## config.mk

```make
export PLATFORM = sky130hd
export DESIGN_NAME = cr_link_train
export DESIGN_NICKNAME = d
export VERILOG_FILES = /design/src/design/cr_pkg.sv /design/src/design/cr_aux_request.sv /design/src/design/cr_handoff_out.sv /design/src/design/cr_link_train.sv /design/src/design/cr_param_store.sv /design/src/design/cr_train_seq.sv
export SDC_FILE = /design/constraint.sdc
export NUM_CORES = 1
export LEC_CHECK = 0
export ABC_AREA = 1
export BUFFER_PORTS_ARGS = -buffer_cell sky130_fd_sc_hd__buf_2
export CORE_MARGIN = 2
export CORE_UTILIZATION = 50
export CTS_CLUSTER_SIZE = 20
export DETAILED_ROUTE_END_ITERATION = 10
export PLACE_DENSITY_LB_ADDON = 0.15
export SETUP_SLACK_MARGIN = 0.3
export SLEW_MARGIN = 20
export SYNTH_ARGS = -nofsm -noshare
export SYNTH_HDL_FRONTEND = slang
export SYNTH_HIERARCHICAL = 1
export SYNTH_SLANG_ARGS = --single-unit
```

## constraint.sdc

```tcl
create_clock -name clk -period 3.6 [get_ports clk]
set_input_delay 0.72 -clock clk [delete_from_list [all_inputs] [get_ports clk]]
set_output_delay 0.72 -clock clk [all_outputs]
set_load 0.1 [all_outputs]
```

## src/design/cr_pkg.sv

```systemverilog
// Drive levels are 2 bits per lane for up to four lanes; lane count code 2 is invalid
package cr_pkg;

  //////////////////////////////////////////////////
  // Widths
  //////////////////////////////////////////////////
  localparam int lane_lvl_w = 2;
  localparam int max_lanes  = 4;
  localparam int lvl_word_w = lane_lvl_w * max_lanes;
  localparam int bw_w       = 8;
  localparam int lc_w       = 2;
  localparam int aux_addr_w = 20;
  localparam int aux_len_w  = 8;
  localparam int aux_cmd_w  = 2;

  // AUX native commands
  localparam logic [aux_cmd_w-1:0] aux_cmd_write = 2'd0;
  localparam logic [aux_cmd_w-1:0] aux_cmd_read  = 2'd1;

  // DPCD registers touched during clock recovery
  localparam logic [aux_addr_w-1:0] dpcd_link_bw_set          = 20'h00100;
  localparam logic [aux_addr_w-1:0] dpcd_training_pattern_set = 20'h00102;
  localparam logic [aux_addr_w-1:0] dpcd_training_lane0_set   = 20'h00103;
  localparam logic [aux_addr_w-1:0] dpcd_lane01_status        = 20'h00202;
  localparam logic [aux_addr_w-1:0] dpcd_adjust_request       = 20'h00206;

  // Pattern 1 with scrambling disabled
  localparam logic [7:0] tps1_no_scramble = 8'h21;
  localparam int         enh_frame_bit    = 7;
  localparam logic [1:0] phy_instr_cr     = 2'd0;

  //////////////////////////////////////////////////
  // Sequencer states, Gray coded
  //////////////////////////////////////////////////
  typedef enum logic [4:0] {
    st_idle             = 5'b00000,
    st_cfg_byte1        = 5'b00001,
    st_cfg_byte2        = 5'b00011,
    st_cfg_byte3        = 5'b00010,
    st_wait_ack_cfg     = 5'b00110,
    st_phy_cfg          = 5'b00111,
    st_lane0            = 5'b00100,
    st_lane1            = 5'b01100,
    st_lane2            = 5'b01101,
    st_lane3            = 5'b01111,
    st_wait_ack_drive   = 5'b01110,
    st_wait_ctr_fire    = 5'b01010,
    st_read_status      = 5'b01011,
    st_wait_ack_status  = 5'b01001,
    st_wait_data_status = 5'b01000,
    st_chk_status       = 5'b11000,
    st_read_adjust      = 5'b11001,
    st_wait_ack_adjust  = 5'b11011,
    st_wait_data_adjust = 5'b11010,
    st_eq_start         = 5'b11110,
    st_err_chk_start    = 5'b11111,
    st_cr_failed        = 5'b10111
  } cr_state_t;

  // TRAINING_LANEx_SET layout
  typedef struct packed {
    logic [1:0]            rsvd;
    logic                  max_pre_reached;
    logic [lane_lvl_w-1:0] pre_lvl;
    logic                  max_vtg_reached;
    logic [lane_lvl_w-1:0] vtg_lvl;
  } lane_drive_s;

  // One AUX data byte, raw or as a lane drive setting
  typedef union packed {
    logic [7:0]  raw;
    lane_drive_s drive;
  } aux_byte_u;

endpackage

```

## src/design/cr_aux_request.sv

```systemverilog
// Requests appear one cycle after their state; lane count code 2 writes four lane bytes
module cr_aux_request (
  input  logic                          clk,
  input  logic                          rst_n,
  input  cr_pkg::cr_state_t             state,
  input  logic [cr_pkg::bw_w-1:0]       link_bw,
  input  logic [cr_pkg::lc_w-1:0]       link_lc,
  input  logic [cr_pkg::lvl_word_w-1:0] vtg_lvl,
  input  logic [cr_pkg::lvl_word_w-1:0] pre_lvl,
  input  logic [cr_pkg::lane_lvl_w-1:0] max_vtg_lvl,
  input  logic [cr_pkg::lane_lvl_w-1:0] max_pre_lvl,
  input  logic                          drive_retry,
  output logic                          cr_transaction_vld,
  output logic [cr_pkg::aux_cmd_w-1:0]  cr_cmd,
  output logic [cr_pkg::aux_addr_w-1:0] cr_address,
  output logic [cr_pkg::aux_len_w-1:0]  cr_len,
  output cr_pkg::aux_byte_u             cr_data
);

  logic [1:0]                    lane_sel;
  logic [cr_pkg::lane_lvl_w-1:0] lane_vtg;
  logic [cr_pkg::lane_lvl_w-1:0] lane_pre;
  cr_pkg::lane_drive_s           lane_byte;
  logic [cr_pkg::aux_len_w-1:0]  lane_cnt;
  logic [7:0]                    lc_byte;
  logic                          waiting;

  // Lane served by the current lane state
  always_comb
  begin
    case (state)
      cr_pkg::st_lane1: lane_sel = 2'd1;
      cr_pkg::st_lane2: lane_sel = 2'd2;
      cr_pkg::st_lane3: lane_sel = 2'd3;
      default:          lane_sel = 2'd0;
    endcase
  end

  assign lane_vtg = vtg_lvl[lane_sel*cr_pkg::lane_lvl_w +: cr_pkg::lane_lvl_w];
  assign lane_pre = pre_lvl[lane_sel*cr_pkg::lane_lvl_w +: cr_pkg::lane_lvl_w];

  always_comb
  begin
    lane_byte                 = '0;
    lane_byte.vtg_lvl         = lane_vtg;
    lane_byte.pre_lvl         = lane_pre;
    lane_byte.max_vtg_reached = (lane_vtg == max_vtg_lvl);
    lane_byte.max_pre_reached = (lane_pre == max_pre_lvl);
  end

  // Active lanes; the invalid code counts as one
  always_comb
  begin
    case (link_lc)
      2'd3:    lane_cnt = 8'd4;
      2'd1:    lane_cnt = 8'd2;
      default: lane_cnt = 8'd1;
    endcase
  end

  // Lane count is sent as code + 1 with enhanced framing on
  assign lc_byte = (8'(link_lc) + 8'd1) | (8'd1 << cr_pkg::enh_frame_bit);

  assign waiting = state inside {cr_pkg::st_wait_ack_cfg, cr_pkg::st_wait_ack_drive,
                                 cr_pkg::st_wait_ctr_fire, cr_pkg::st_wait_ack_status,
                                 cr_pkg::st_wait_data_status, cr_pkg::st_wait_ack_adjust,
                                 cr_pkg::st_wait_data_adjust};

  //////////////////////////////////////////////////
  // Registered request, continuation cycles carry no header
  //////////////////////////////////////////////////
  always_ff @(posedge clk or negedge rst_n)
  begin
    if (!rst_n)
    begin
      cr_transaction_vld <= 1'b0;
      cr_cmd             <= '0;
      cr_address         <= '0;
      cr_len             <= '0;
      cr_data            <= '0;
    end
    else
    begin
      cr_transaction_vld <= 1'b0;
      cr_cmd             <= '0;
      cr_address         <= '0;
      cr_len             <= '0;
      cr_data            <= '0;
      case (state)
        cr_pkg::st_cfg_byte1:
        begin
          cr_transaction_vld <= 1'b1;
          cr_cmd             <= cr_pkg::aux_cmd_write;
          cr_address         <= cr_pkg::dpcd_link_bw_set;
          cr_len             <= 8'd2;
          cr_data.raw        <= link_bw;
        end
        cr_pkg::st_cfg_byte2:
        begin
          cr_transaction_vld <= 1'b1;
          cr_data.raw        <= lc_byte;
        end
        cr_pkg::st_cfg_byte3:
          cr_transaction_vld <= 1'b1;
        cr_pkg::st_phy_cfg:
        begin
          cr_transaction_vld <= 1'b1;
          cr_cmd             <= cr_pkg::aux_cmd_write;
          cr_address         <= cr_pkg::dpcd_training_pattern_set;
          cr_len             <= lane_cnt;
          cr_data.raw        <= cr_pkg::tps1_no_scramble;
        end
        cr_pkg::st_lane0, cr_pkg::st_lane1, cr_pkg::st_lane2, cr_pkg::st_lane3:
        begin
          cr_transaction_vld <= 1'b1;
          cr_data.drive      <= lane_byte;
          // A retry skips the pattern byte, so lane 0 opens its own burst
          if (drive_retry && state == cr_pkg::st_lane0)
          begin
            cr_cmd     <= cr_pkg::aux_cmd_write;
            cr_address <= cr_pkg::dpcd_training_lane0_set;
            cr_len     <= lane_cnt - 8'd1;
          end
        end
        cr_pkg::st_read_status, cr_pkg::st_read_adjust:
        begin
          cr_transaction_vld <= 1'b1;
          cr_cmd             <= cr_pkg::aux_cmd_read;
          cr_address         <= (state == cr_pkg::st_read_status) ?
                                cr_pkg::dpcd_lane01_status : cr_pkg::dpcd_adjust_request;
          cr_len             <= 8'd1;
        end
        default: ;
      endcase
    end
  end

  a_no_req_after_wait: assert property (@(posedge clk) disable iff (!rst_n)
    waiting |=> !cr_transaction_vld)
    else $error("AUX request issued after a wait state");

endmodule

```

## src/design/cr_handoff_out.sv

```systemverilog
// All handoff data reads zero except in the one cycle that carries it
module cr_handoff_out (
  input  logic                          clk,
  input  logic                          rst_n,
  input  cr_pkg::cr_state_t             state,
  input  logic [cr_pkg::bw_w-1:0]       link_bw,
  input  logic [cr_pkg::lc_w-1:0]       link_lc,
  input  logic [cr_pkg::lvl_word_w-1:0] vtg_lvl,
  input  logic [cr_pkg::lvl_word_w-1:0] pre_lvl,
  output logic                          eq_start,
  output logic                          cr_completed,
  output logic [cr_pkg::lvl_word_w-1:0] new_vtg,
  output logic [cr_pkg::lvl_word_w-1:0] new_pre,
  output logic [cr_pkg::bw_w-1:0]       new_bw,
  output logic [cr_pkg::lc_w-1:0]       new_lc,
  output logic                          cr_chk_start,
  output logic [cr_pkg::lvl_word_w-1:0] adj_vtg,
  output logic [cr_pkg::lvl_word_w-1:0] adj_pre,
  output logic                          fsm_cr_failed,
  output logic                          cr_ctr_start,
  output logic [1:0]                    cr_phy_instruct,
  output logic                          cr_phy_instruct_vld,
  output logic [cr_pkg::lc_w-1:0]       cr_adj_lc,
  output logic [cr_pkg::bw_w-1:0]       cr_adj_bw
);

  always_ff @(posedge clk or negedge rst_n)
  begin
    if (!rst_n)
    begin
      eq_start            <= 1'b0;
      cr_completed        <= 1'b0;
      new_vtg             <= '0;
      new_pre             <= '0;
      new_bw              <= '0;
      new_lc              <= '0;
      cr_chk_start        <= 1'b0;
      adj_vtg             <= '0;
      adj_pre             <= '0;
      fsm_cr_failed       <= 1'b0;
      cr_ctr_start        <= 1'b0;
      cr_phy_instruct     <= '0;
      cr_phy_instruct_vld <= 1'b0;
      cr_adj_lc           <= '0;
      cr_adj_bw           <= '0;
    end
    else
    begin
      // Equalization stage takes over with the settings that passed
      eq_start     <= (state == cr_pkg::st_eq_start);
      cr_completed <= (state == cr_pkg::st_eq_start);
      new_vtg      <= (state == cr_pkg::st_eq_start) ? vtg_lvl : '0;
      new_pre      <= (state == cr_pkg::st_eq_start) ? pre_lvl : '0;
      new_bw       <= (state == cr_pkg::st_eq_start) ? link_bw : '0;
      new_lc       <= (state == cr_pkg::st_eq_start) ? link_lc : '0;
      // Error checker gets the levels the sink asked for
      cr_chk_start <= (state == cr_pkg::st_err_chk_start);
      adj_vtg      <= (state == cr_pkg::st_err_chk_start) ? vtg_lvl : '0;
      adj_pre      <= (state == cr_pkg::st_err_chk_start) ? pre_lvl : '0;

      fsm_cr_failed <= (state == cr_pkg::st_cr_failed);
      // Level, held through the whole timer wait
      cr_ctr_start  <= (state == cr_pkg::st_wait_ctr_fire);

      cr_phy_instruct_vld <= (state == cr_pkg::st_phy_cfg);
      cr_phy_instruct     <= (state == cr_pkg::st_phy_cfg) ? cr_pkg::phy_instr_cr : '0;
      cr_adj_lc           <= (state == cr_pkg::st_phy_cfg) ? link_lc : '0;
      cr_adj_bw           <= (state == cr_pkg::st_phy_cfg) ? link_bw : '0;
    end
  end

  a_one_handoff: assert property (@(posedge clk) disable iff (!rst_n)
    !(eq_start && cr_chk_start))
    else $error("eq_start and cr_chk_start in the same cycle");

endmodule

```

## src/design/cr_link_train.sv

```systemverilog
// Clock recovery only; no rate or lane reduction, and no fallback from equalization
module cr_link_train (
  input  logic                                clk,
  input  logic                                rst_n,
  input  logic                                lpm_start_cr,
  input  logic                                driving_param_vld,
  input  logic                                config_param_vld,
  input  logic                                cr_done_vld,
  input  logic                                drive_setting_flag,
  input  logic                                err_cr_failed,
  input  logic                                cr_ctr_fire,
  input  logic                                ctrl_ack_flag,
  input  logic                                ctrl_native_failed,
  input  logic [cr_pkg::lvl_word_w-1:0]       vtg,
  input  logic [cr_pkg::lvl_word_w-1:0]       pre,
  input  logic [cr_pkg::bw_w-1:0]             link_bw_cr,
  input  logic [cr_pkg::lc_w-1:0]             link_lc_cr,
  input  logic [cr_pkg::max_lanes-1:0]        cr_done,
  input  logic [cr_pkg::lane_lvl_w-1:0]       max_vtg,
  input  logic [cr_pkg::lane_lvl_w-1:0]       max_pre,
  output logic                                fsm_cr_failed,
  output logic                                cr_completed,
  output logic                                cr_chk_start,
  output logic                                cr_ctr_start,
  output logic                                cr_transaction_vld,
  output logic                                eq_start,
  output logic                                cr_phy_instruct_vld,
  output logic [cr_pkg::lvl_word_w-1:0]       adj_vtg,
  output logic [cr_pkg::lvl_word_w-1:0]       adj_pre,
  output logic [cr_pkg::lvl_word_w-1:0]       new_vtg,
  output logic [cr_pkg::lvl_word_w-1:0]       new_pre,
  output logic [cr_pkg::bw_w-1:0]             new_bw,
  output logic [cr_pkg::bw_w-1:0]             cr_adj_bw,
  output logic [cr_pkg::lc_w-1:0]             new_lc,
  output logic [cr_pkg::lc_w-1:0]             cr_adj_lc,
  output logic [cr_pkg::aux_cmd_w-1:0]        cr_cmd,
  output logic [1:0]                          cr_phy_instruct,
  output logic [cr_pkg::aux_addr_w-1:0]       cr_address,
  output logic [cr_pkg::aux_len_w-1:0]        cr_len,
  output cr_pkg::aux_byte_u                   cr_data
);

  // Stored link setup shared by the request and handoff paths
  logic [cr_pkg::bw_w-1:0]       link_bw;
  logic [cr_pkg::lc_w-1:0]       link_lc;
  logic [cr_pkg::lvl_word_w-1:0] vtg_lvl;
  logic [cr_pkg::lvl_word_w-1:0] pre_lvl;
  logic [cr_pkg::lane_lvl_w-1:0] max_vtg_lvl;
  logic [cr_pkg::lane_lvl_w-1:0] max_pre_lvl;
  logic [cr_pkg::max_lanes-1:0]  cr_done_bits;
  logic                          drive_retry;
  cr_pkg::cr_state_t             state;

  cr_param_store cr_param_store_i (.*);

  cr_train_seq cr_train_seq_i (.*);

  cr_aux_request cr_aux_request_i (.*);

  cr_handoff_out cr_handoff_out_i (.*);

endmodule

```

## src/design/cr_param_store.sv

```systemverilog
// Each group is held until its own strobe; retry flag clears only on the timer fire
module cr_param_store (
  input  logic                          clk,
  input  logic                          rst_n,
  input  logic                          config_param_vld,
  input  logic [cr_pkg::bw_w-1:0]       link_bw_cr,
  input  logic [cr_pkg::lc_w-1:0]       link_lc_cr,
  input  logic [cr_pkg::lane_lvl_w-1:0] max_vtg,
  input  logic [cr_pkg::lane_lvl_w-1:0] max_pre,
  input  logic                          driving_param_vld,
  input  logic [cr_pkg::lvl_word_w-1:0] vtg,
  input  logic [cr_pkg::lvl_word_w-1:0] pre,
  input  logic                          cr_done_vld,
  input  logic [cr_pkg::max_lanes-1:0]  cr_done,
  input  logic                          drive_setting_flag,
  input  logic                          cr_ctr_fire,
  output logic [cr_pkg::bw_w-1:0]       link_bw,
  output logic [cr_pkg::lc_w-1:0]       link_lc,
  output logic [cr_pkg::lane_lvl_w-1:0] max_vtg_lvl,
  output logic [cr_pkg::lane_lvl_w-1:0] max_pre_lvl,
  output logic [cr_pkg::lvl_word_w-1:0] vtg_lvl,
  output logic [cr_pkg::lvl_word_w-1:0] pre_lvl,
  output logic [cr_pkg::max_lanes-1:0]  cr_done_bits,
  output logic                          drive_retry
);

  // Link rate, lane count and level limits from the policy maker
  always_ff @(posedge clk or negedge rst_n)
  begin
    if (!rst_n)
    begin
      link_bw     <= '0;
      link_lc     <= '0;
      max_vtg_lvl <= '0;
      max_pre_lvl <= '0;
    end
    else if (config_param_vld)
    begin
      link_bw     <= link_bw_cr;
      link_lc     <= link_lc_cr;
      max_vtg_lvl <= max_vtg;
      max_pre_lvl <= max_pre;
    end
  end

  // Current drive levels, two bits per lane
  always_ff @(posedge clk or negedge rst_n)
  begin
    if (!rst_n)
    begin
      vtg_lvl <= '0;
      pre_lvl <= '0;
    end
    else if (driving_param_vld)
    begin
      vtg_lvl <= vtg;
      pre_lvl <= pre;
    end
  end

  // Status byte from the sink, and the retry marker
  always_ff @(posedge clk or negedge rst_n)
  begin
    if (!rst_n)
    begin
      cr_done_bits <= '0;
      drive_retry  <= 1'b0;
    end
    else
    begin
      if (cr_done_vld)
        cr_done_bits <= cr_done;
      if (drive_setting_flag)
        drive_retry <= 1'b1;
      else if (cr_ctr_fire)
        drive_retry <= 1'b0;
    end
  end

  // Error checker and timer must not overlap, or the retry flag is lost
  a_retry_vs_fire: assert property (@(posedge clk) disable iff (!rst_n)
    !(drive_setting_flag && cr_ctr_fire))
    else $error("drive_setting_flag and cr_ctr_fire high together");

endmodule

```

## src/design/cr_train_seq.sv

```systemverilog
// Waits indefinitely for ack, data and timer; a native failure drops back to idle
module cr_train_seq (
  input  logic                         clk,
  input  logic                         rst_n,
  input  logic                         lpm_start_cr,
  input  logic                         drive_setting_flag,
  input  logic                         err_cr_failed,
  input  logic                         ctrl_ack_flag,
  input  logic                         ctrl_native_failed,
  input  logic                         cr_ctr_fire,
  input  logic                         cr_done_vld,
  input  logic                         driving_param_vld,
  input  logic [cr_pkg::lc_w-1:0]      link_lc,
  input  logic [cr_pkg::max_lanes-1:0] cr_done_bits,
  output cr_pkg::cr_state_t            state
);

  cr_pkg::cr_state_t next_state;
  logic              lanes_done;

  // Ack wait step shared by every reply wait
  function automatic cr_pkg::cr_state_t ack_step(input logic ack,
                                                 input logic failed,
                                                 input cr_pkg::cr_state_t go,
                                                 input cr_pkg::cr_state_t stay);
    if (ack)
      return go;
    else if (failed)
      return cr_pkg::st_idle;
    else
      return stay;
  endfunction

  // Done bits of the active lanes only
  always_comb
  begin
    case (link_lc)
      2'd0:    lanes_done = cr_done_bits[0];
      2'd1:    lanes_done = &cr_done_bits[1:0];
      default: lanes_done = &cr_done_bits;
    endcase
  end

  always_ff @(posedge clk or negedge rst_n)
  begin
    if (!rst_n)
      state <= cr_pkg::st_idle;
    else
      state <= next_state;
  end

  //////////////////////////////////////////////////
  // Next state
  //////////////////////////////////////////////////
  always_comb
  begin
    next_state = state;
    case (state)
      cr_pkg::st_idle:
      begin
        if (lpm_start_cr)
          next_state = cr_pkg::st_cfg_byte1;
        else if (drive_setting_flag)
          next_state = cr_pkg::st_lane0;
        else if (err_cr_failed)
          next_state = cr_pkg::st_cr_failed;
      end
      cr_pkg::st_cfg_byte1: next_state = cr_pkg::st_cfg_byte2;
      cr_pkg::st_cfg_byte2: next_state = cr_pkg::st_cfg_byte3;
      cr_pkg::st_cfg_byte3: next_state = cr_pkg::st_wait_ack_cfg;
      cr_pkg::st_wait_ack_cfg:
        next_state = ack_step(ctrl_ack_flag, ctrl_native_failed,
                              cr_pkg::st_phy_cfg, state);
      cr_pkg::st_phy_cfg:   next_state = cr_pkg::st_lane0;
      // Lane count picks how many lane bytes follow
      cr_pkg::st_lane0:
        next_state = (link_lc == 2'd0) ? cr_pkg::st_wait_ack_drive : cr_pkg::st_lane1;
      cr_pkg::st_lane1:
        next_state = (link_lc == 2'd1) ? cr_pkg::st_wait_ack_drive : cr_pkg::st_lane2;
      cr_pkg::st_lane2:     next_state = cr_pkg::st_lane3;
      cr_pkg::st_lane3:     next_state = cr_pkg::st_wait_ack_drive;
      cr_pkg::st_wait_ack_drive:
        next_state = ack_step(ctrl_ack_flag, ctrl_native_failed,
                              cr_pkg::st_wait_ctr_fire, state);
      cr_pkg::st_wait_ctr_fire:
      begin
        if (cr_ctr_fire)
          next_state = cr_pkg::st_read_status;
      end
      cr_pkg::st_read_status: next_state = cr_pkg::st_wait_ack_status;
      cr_pkg::st_wait_ack_status:
        next_state = ack_step(ctrl_ack_flag, ctrl_native_failed,
                              cr_pkg::st_wait_data_status, state);
      cr_pkg::st_wait_data_status:
      begin
        if (cr_done_vld)
          next_state = cr_pkg::st_chk_status;
      end
      cr_pkg::st_chk_status:
      begin
        if (link_lc == 2'd2)
          next_state = cr_pkg::st_idle;
        else if (lanes_done)
          next_state = cr_pkg::st_eq_start;
        else
          next_state = cr_pkg::st_read_adjust;
      end
      cr_pkg::st_read_adjust: next_state = cr_pkg::st_wait_ack_adjust;
      cr_pkg::st_wait_ack_adjust:
        next_state = ack_step(ctrl_ack_flag, ctrl_native_failed,
                              cr_pkg::st_wait_data_adjust, state);
      cr_pkg::st_wait_data_adjust:
      begin
        if (driving_param_vld)
          next_state = cr_pkg::st_err_chk_start;
      end
      default: next_state = cr_pkg::st_idle;
    endcase
  end

  a_state_legal: assert property (@(posedge clk) disable iff (!rst_n)
    state inside {cr_pkg::st_idle, cr_pkg::st_cfg_byte1, cr_pkg::st_cfg_byte2,
                  cr_pkg::st_cfg_byte3, cr_pkg::st_wait_ack_cfg, cr_pkg::st_phy_cfg,
                  cr_pkg::st_lane0, cr_pkg::st_lane1, cr_pkg::st_lane2, cr_pkg::st_lane3,
                  cr_pkg::st_wait_ack_drive, cr_pkg::st_wait_ctr_fire,
                  cr_pkg::st_read_status, cr_pkg::st_wait_ack_status,
                  cr_pkg::st_wait_data_status, cr_pkg::st_chk_status,
                  cr_pkg::st_read_adjust, cr_pkg::st_wait_ack_adjust,
                  cr_pkg::st_wait_data_adjust, cr_pkg::st_eq_start,
                  cr_pkg::st_err_chk_start, cr_pkg::st_cr_failed})
    else $error("sequencer state outside the encoding");

endmodule

```

-- Word-level counts from Yosys, hierarchy flattened
Index checks and enable logic that the tools add are counted.
- add/subtract/negate cells: 2
- equal/unequal tests: 30
- shift-type cells: 2
- muxes and demuxes: 37
- reductions and logical operators: 10
- operator list (cell ; count):
    one-hot mux 5 bit (19 select lines) ; 1
    one-hot mux 20 bit (4 select lines) ; 1
    one-hot mux 8 bit (4 select lines) ; 2
    two-way mux 5 bit ; 12
    two-way mux 8 bit ; 7
    equality test 5 x 4 -> 1 bit, second input constant ; 8
    equality test 5 bit, second input constant ; 7
    variable part select 8 x 4 -> 2 bit ; 2
    equality test 5 x 3 -> 1 bit, second input constant ; 3
    equality test 5 x 2 -> 1 bit, second input constant ; 2
    OR reduction 10 bit ; 1
    two-way mux 9 bit ; 1
    two-way mux 2 bit ; 4
    AND reduction 4 bit ; 2
    two-way mux 3 bit ; 2
    inequality test 2 bit, second input constant ; 3
    one-hot mux 2 bit (3 select lines) ; 1
    one-hot mux 3 bit (2 select lines) ; 1
    equality test 5 x 1 -> 1 bit, second input constant ; 1
    zero test 5 bit ; 1
    equality test 2 bit ; 2
    equality test 2 bit, second input constant ; 2
    two-way mux 1 bit ; 4
    inequality test 4 bit, second input constant ; 1
    10 further kinds ; 10
- register bits: 135
- input bits: 45
- output and inout bits: 99
- word-level logic and storage cells: 108

-- Depth between registers and ports, before layout
- word-level depth: 5
- depth in mapped cells: 12
- depth with buffers taken out: 12

-- Hierarchy
Netlist, hierarchy kept.
- by module, submodules not included (module ; times used ; cells each ; area each (sq um) ; sequential area each (sq um)):
    cr_handoff_out ; 1 ; 162 ; 1899.3 ; 1426.4
    cr_aux_request ; 1 ; 183 ; 1335.0 ; 500.5
    cr_param_store ; 1 ; 149 ; 1333.8 ; 875.8
    cr_train_seq ; 1 ; 127 ; 668.1 ; 125.1

-- Least setup slack after synthesis
OpenSTA, ideal clock, no wires.
- kind: register -> output
- from: reg cr_aux_request_i/cr_len[5] in the netlist's numbering
- to: out cr_len[5] in the netlist's numbering
- arrival: 1.341 ns
- data required time: 2.880 ns
- setup slack: 1.539 ns
- stages on the path, launching flop included: 2
- path buffers: 1
- path through: dfrtp_1 > buf_4
- RTL lines (what ; RTL line ; RTL):
    start, declared ; cr_aux_request.sv:16 ; output logic [cr_pkg::aux_len_w-1:0] cr_len,
    start signal, assigned ; cr_aux_request.sv:110 ; cr_len <= lane_cnt;
    start signal, assigned ; cr_aux_request.sv:122 ; cr_len <= lane_cnt - 8'd1;
    end, declared ; cr_link_train.sv:39 ; output logic [cr_pkg::aux_len_w-1:0] cr_len,
No word-level cell between the ends.

-- Worst setup path in the final report
- from: reg cr_aux_request_i/cr_data[2] in the netlist's numbering
- to: out cr_data[2] in the netlist's numbering
- RTL lines (what ; RTL line ; RTL):
    start, declared ; cr_aux_request.sv:17 ; output cr_pkg::aux_byte_u cr_data
    end, declared ; cr_link_train.sv:40 ; output cr_pkg::aux_byte_u cr_data
No word-level cell between the ends.

==> flow_summary_export.csv <==
group,metric,value,unit
outcome,status,"complete, no violations",
power_and_ir_drop,leakage,3.86,nW
timing,max_freq,0.495,GHz
synth,synthCells,621,
placement,dpl.cell_count,867,
placement,hpwl,8730,microns
routing,wl_per_cell,13.3,microns
worst_setup_path,crit_chain,"buf_2",
synth,ys_ff_latch,117,
cells_and_area,diodes,0,
clock_network,h-tree-depth,4,
placement,routabilityCongestion,0.927,
synth,synthTopCellsByCount,"nand2_1 (182), dfrtp_1 (117), inv_1 (81)",
grt,antenna_found_initial,0,
timing,hold_viol,0,
synth,ys_types,34,
routing,drt_iter0_drc,252,
worst_setup_path,r2r_end,"cr_aux_request_i/cr_data[5]",
worst_setup_path,path_buf_inv,1,
timing,setup_viol_count_final,0,
synth,yosysWarnings,6,
routing,dr.pass1.iters,4,
hold_path,hp-class,"in -> async",
grt,grt_max_degree,70,
synth,async_reset_ff_share,100,%
timing,slew_viol_final,0,
worst_setup_path,reg2reg_depth,10,
routing,routed_wl,11900,microns
worst_setup_path,critPathCaptureType,"primary output",
floorplan,dieArea,11300,sq um
clock_network,clkSinkCount,117,
synth,synth.largest_area_cell,"dfrtp_1",
routing,vias,4307,
clock_network,postCtsSetupRepairBufs,0,
timing,finalSetupTns,0,ns
power_and_ir_drop,ir_drop,0.522,mV
flow_run,maxCapViolCount,0,
timing,layout_min_cycle_time,2.02,ns
worst_setup_path,crit_arrival,1.30,ns
timing,whs,0.228,ns
placement,post-place-ws,1.69,ns
synth,synth_area_leaders,"dfrtp_1 (56%), nand2_1 (13%), inv_1 (5.8%), nor2_1 (5.4%), nand3_1 (4.7%)",
cells_and_area,fin_cells,898,
timing,rsz0062_at_grt,"no",
worst_setup_path,r2r_slack,1.64,ns
floorplan,placementRows,37,
worst_setup_path,critical_path_class,"reg -> out",
worst_setup_path,critical-path-max-stage-delay,0.43,ns
worst_setup_path,r2r_start,"cr_train_seq_i/state[2]",
grt,grt_pass1_wl,19600,microns
cells_and_area,layout-drive-gt1-share,24.3,%
synth,synth_most_common_cell,"nand2_1",
clock_network,root_buffer,"clkbuf_8",
clock_network,cts_buffers,17,
synth,yosysSeqAreaShare,55.9,%
cells_and_area,layout.nets,798,
routing,viasPerCell,4.80,
routing,ant_nets,0,
timing,final.setup.worst_slack,1.58,ns
synth,netlist_area,5240,sq um
worst_setup_path,required,2.88,ns
synth,synth_edf_count,0,
clock_network,cts_max_path_buffers,2,
synth,synth_area_per_cell,8.43,sq um
floorplan,die_x,106,microns
timing,skew,0.0105,ns
floorplan,core,10200,sq um
timing,slew_headroom,58.2,%
clock_network,cts_tree,"yes",
floorplan,start_util,51.2,%
floorplan,die_height,106,microns
timing,max_slew.worst_pin.slew,0.627,ns
worst_setup_path,critPathMaxFanout,1,
placement,io_buffer_count,125,
cells_and_area,fillers,912,
cells_and_area,area_growth,24.0,%
clock_network,path_clk_slew,0.05,ns
floorplan,io_pins,144,
power_and_ir_drop,powerDensity,752,nW/um^2
grt,grt_use_total,22.4,%
clock_network,post_cts_resized,0,
synth,netlist.area_leader.share,55.9,%
clock_network,holdBufCountCts,0,
worst_setup_path,cp_top_family,"buffers and inverters",
clock_network,clock_latency,0.51,ns
worst_setup_path,start_kind,"flip-flop",
synth,synth_ff_type,"dfrtp_1",
timing,period_share,56.1,%
grt,first_global_vias,4104,
grt,overflow,0,
routing,remaining_drc_errors,0,
worst_setup_path,crit_path_top_delay_cell,"buf_2",
-- registers in the layout, summed over array words and instances, names as in the netlist, 2 cells and up --
signal,cells
cr_param_store_i/vtg_lvl,8
cr_param_store_i/cr_done_bits,4
cr_aux_request_i/cr_data,8
cr_aux_request_i/cr_len,5
cr_param_store_i/max_vtg_lvl,2
cr_aux_request_i/cr_address,5
cr_train_seq_i/state,5
cr_param_store_i/pre_lvl,8
cr_param_store_i/link_lc,2
cr_handoff_out_i/new_pre,8
cr_param_store_i/link_bw,8
cr_handoff_out_i/adj_vtg,8
cr_handoff_out_i/cr_adj_bw,8
cr_handoff_out_i/new_lc,2
cr_handoff_out_i/new_bw,8
cr_param_store_i/max_pre_lvl,2
cr_handoff_out_i/adj_pre,8
cr_handoff_out_i/cr_adj_lc,2
cr_handoff_out_i/new_vtg,8
-- worst reg2reg max path: stages (launching register included) --
cell     delay [ns]
dfrtp_1        0.66
nand2_1        0.12
inv_2          0.20
nand3_1        0.22
nand2_1        0.15
nor2_1         0.06
o21ai_1        0.19
nand3_1        0.09
nand2_1        0.07
nand2_1        0.06
nand2_1        0.05
-- logic make-up after synthesis --
kind of cell               Yosys count  share of synthesized area (%)
and+or+nand+nor                    352                           29.0
DFF                                117                           55.9
AOI/OAI and AO/OA                   26                           3.08
adders and majority gates            3                          0.717
buffers and inverters              121                           11.2
other                                2                          0.143
-- cells in the final DEF (no fill, tap or decap), drive strengths merged, types with 3 or more instances in the layout --
cell type  count
clkbuf        23
dfrtp        117
nand2        189
nor2          85
conb          18
bufinv         4
o22ai          3
inv           89
nand3         51
o21ai         14
ha             3
nand4          3
buf          126
nor3          19
-- routing by layer --
metal	vias to the layer above	part of all wire [%]	global-route usage, %
met5	-	0	0
met4	0	1.3	8.46
met3	13	4.9	4.78
met2	128	48	36.5
met1	2034	45	29.6
li1	2132	-	-
-- layout make-up --
cell class                      instances  area, sq um  share of cell area, %
Clock buffer                           23          487                   7.49
Clock inverter                          8          145                   2.23
Inverter                               89          334                   5.14
Multi-Input combinational cell        399         1780                   27.5
Sequential cell                       117         2930                   45.1
Tap cell                              136          170                   2.62
Timing Repair Buffer                  126          648                   9.98
-- through the flow --
step / cell area (sq um) / total power, mW / utilization, %
2_1_floorplan: 5300 / 2.82 / -
3_3_place_gp: 5860 / 3.14 / 57.3
3_5_place_dp: 5860 / 3.14 / 57.3
4_1_cts: 6490 / 4.92 / 63.5
5_1_grt: 6490 / 5.13 / 63.5
6_report: 6490 / 4.89 / 63.5
-- where the power goes --
part           switching (mW)  total [mW]  internal [mW]
logic                    1.21        1.52          0.308
clock network           0.553        1.76           1.21
registers               0.161        1.61           1.44
-- worst max path at each step --
stage / start / to / cells past startpoint
6_report: cr_aux_request_i/cr_data[2] / cr_data[2] / 1
5_1_grt: cr_train_seq_i/state[2] / cr_aux_request_i/cr_data[5] / 11
4_1_cts: cr_aux_request_i/cr_data[2] / cr_data[2] / 1
3_5_place_dp: cr_train_seq_i/state[2] / cr_aux_request_i/cr_data[5] / 11
3_3_place_gp: cr_train_seq_i/state[2] / cr_aux_request_i/cr_data[5] / 10
2_1_floorplan: cr_aux_request_i/cr_len[5] / cr_len[5] / 1
(Power assumes the default switching activity.)
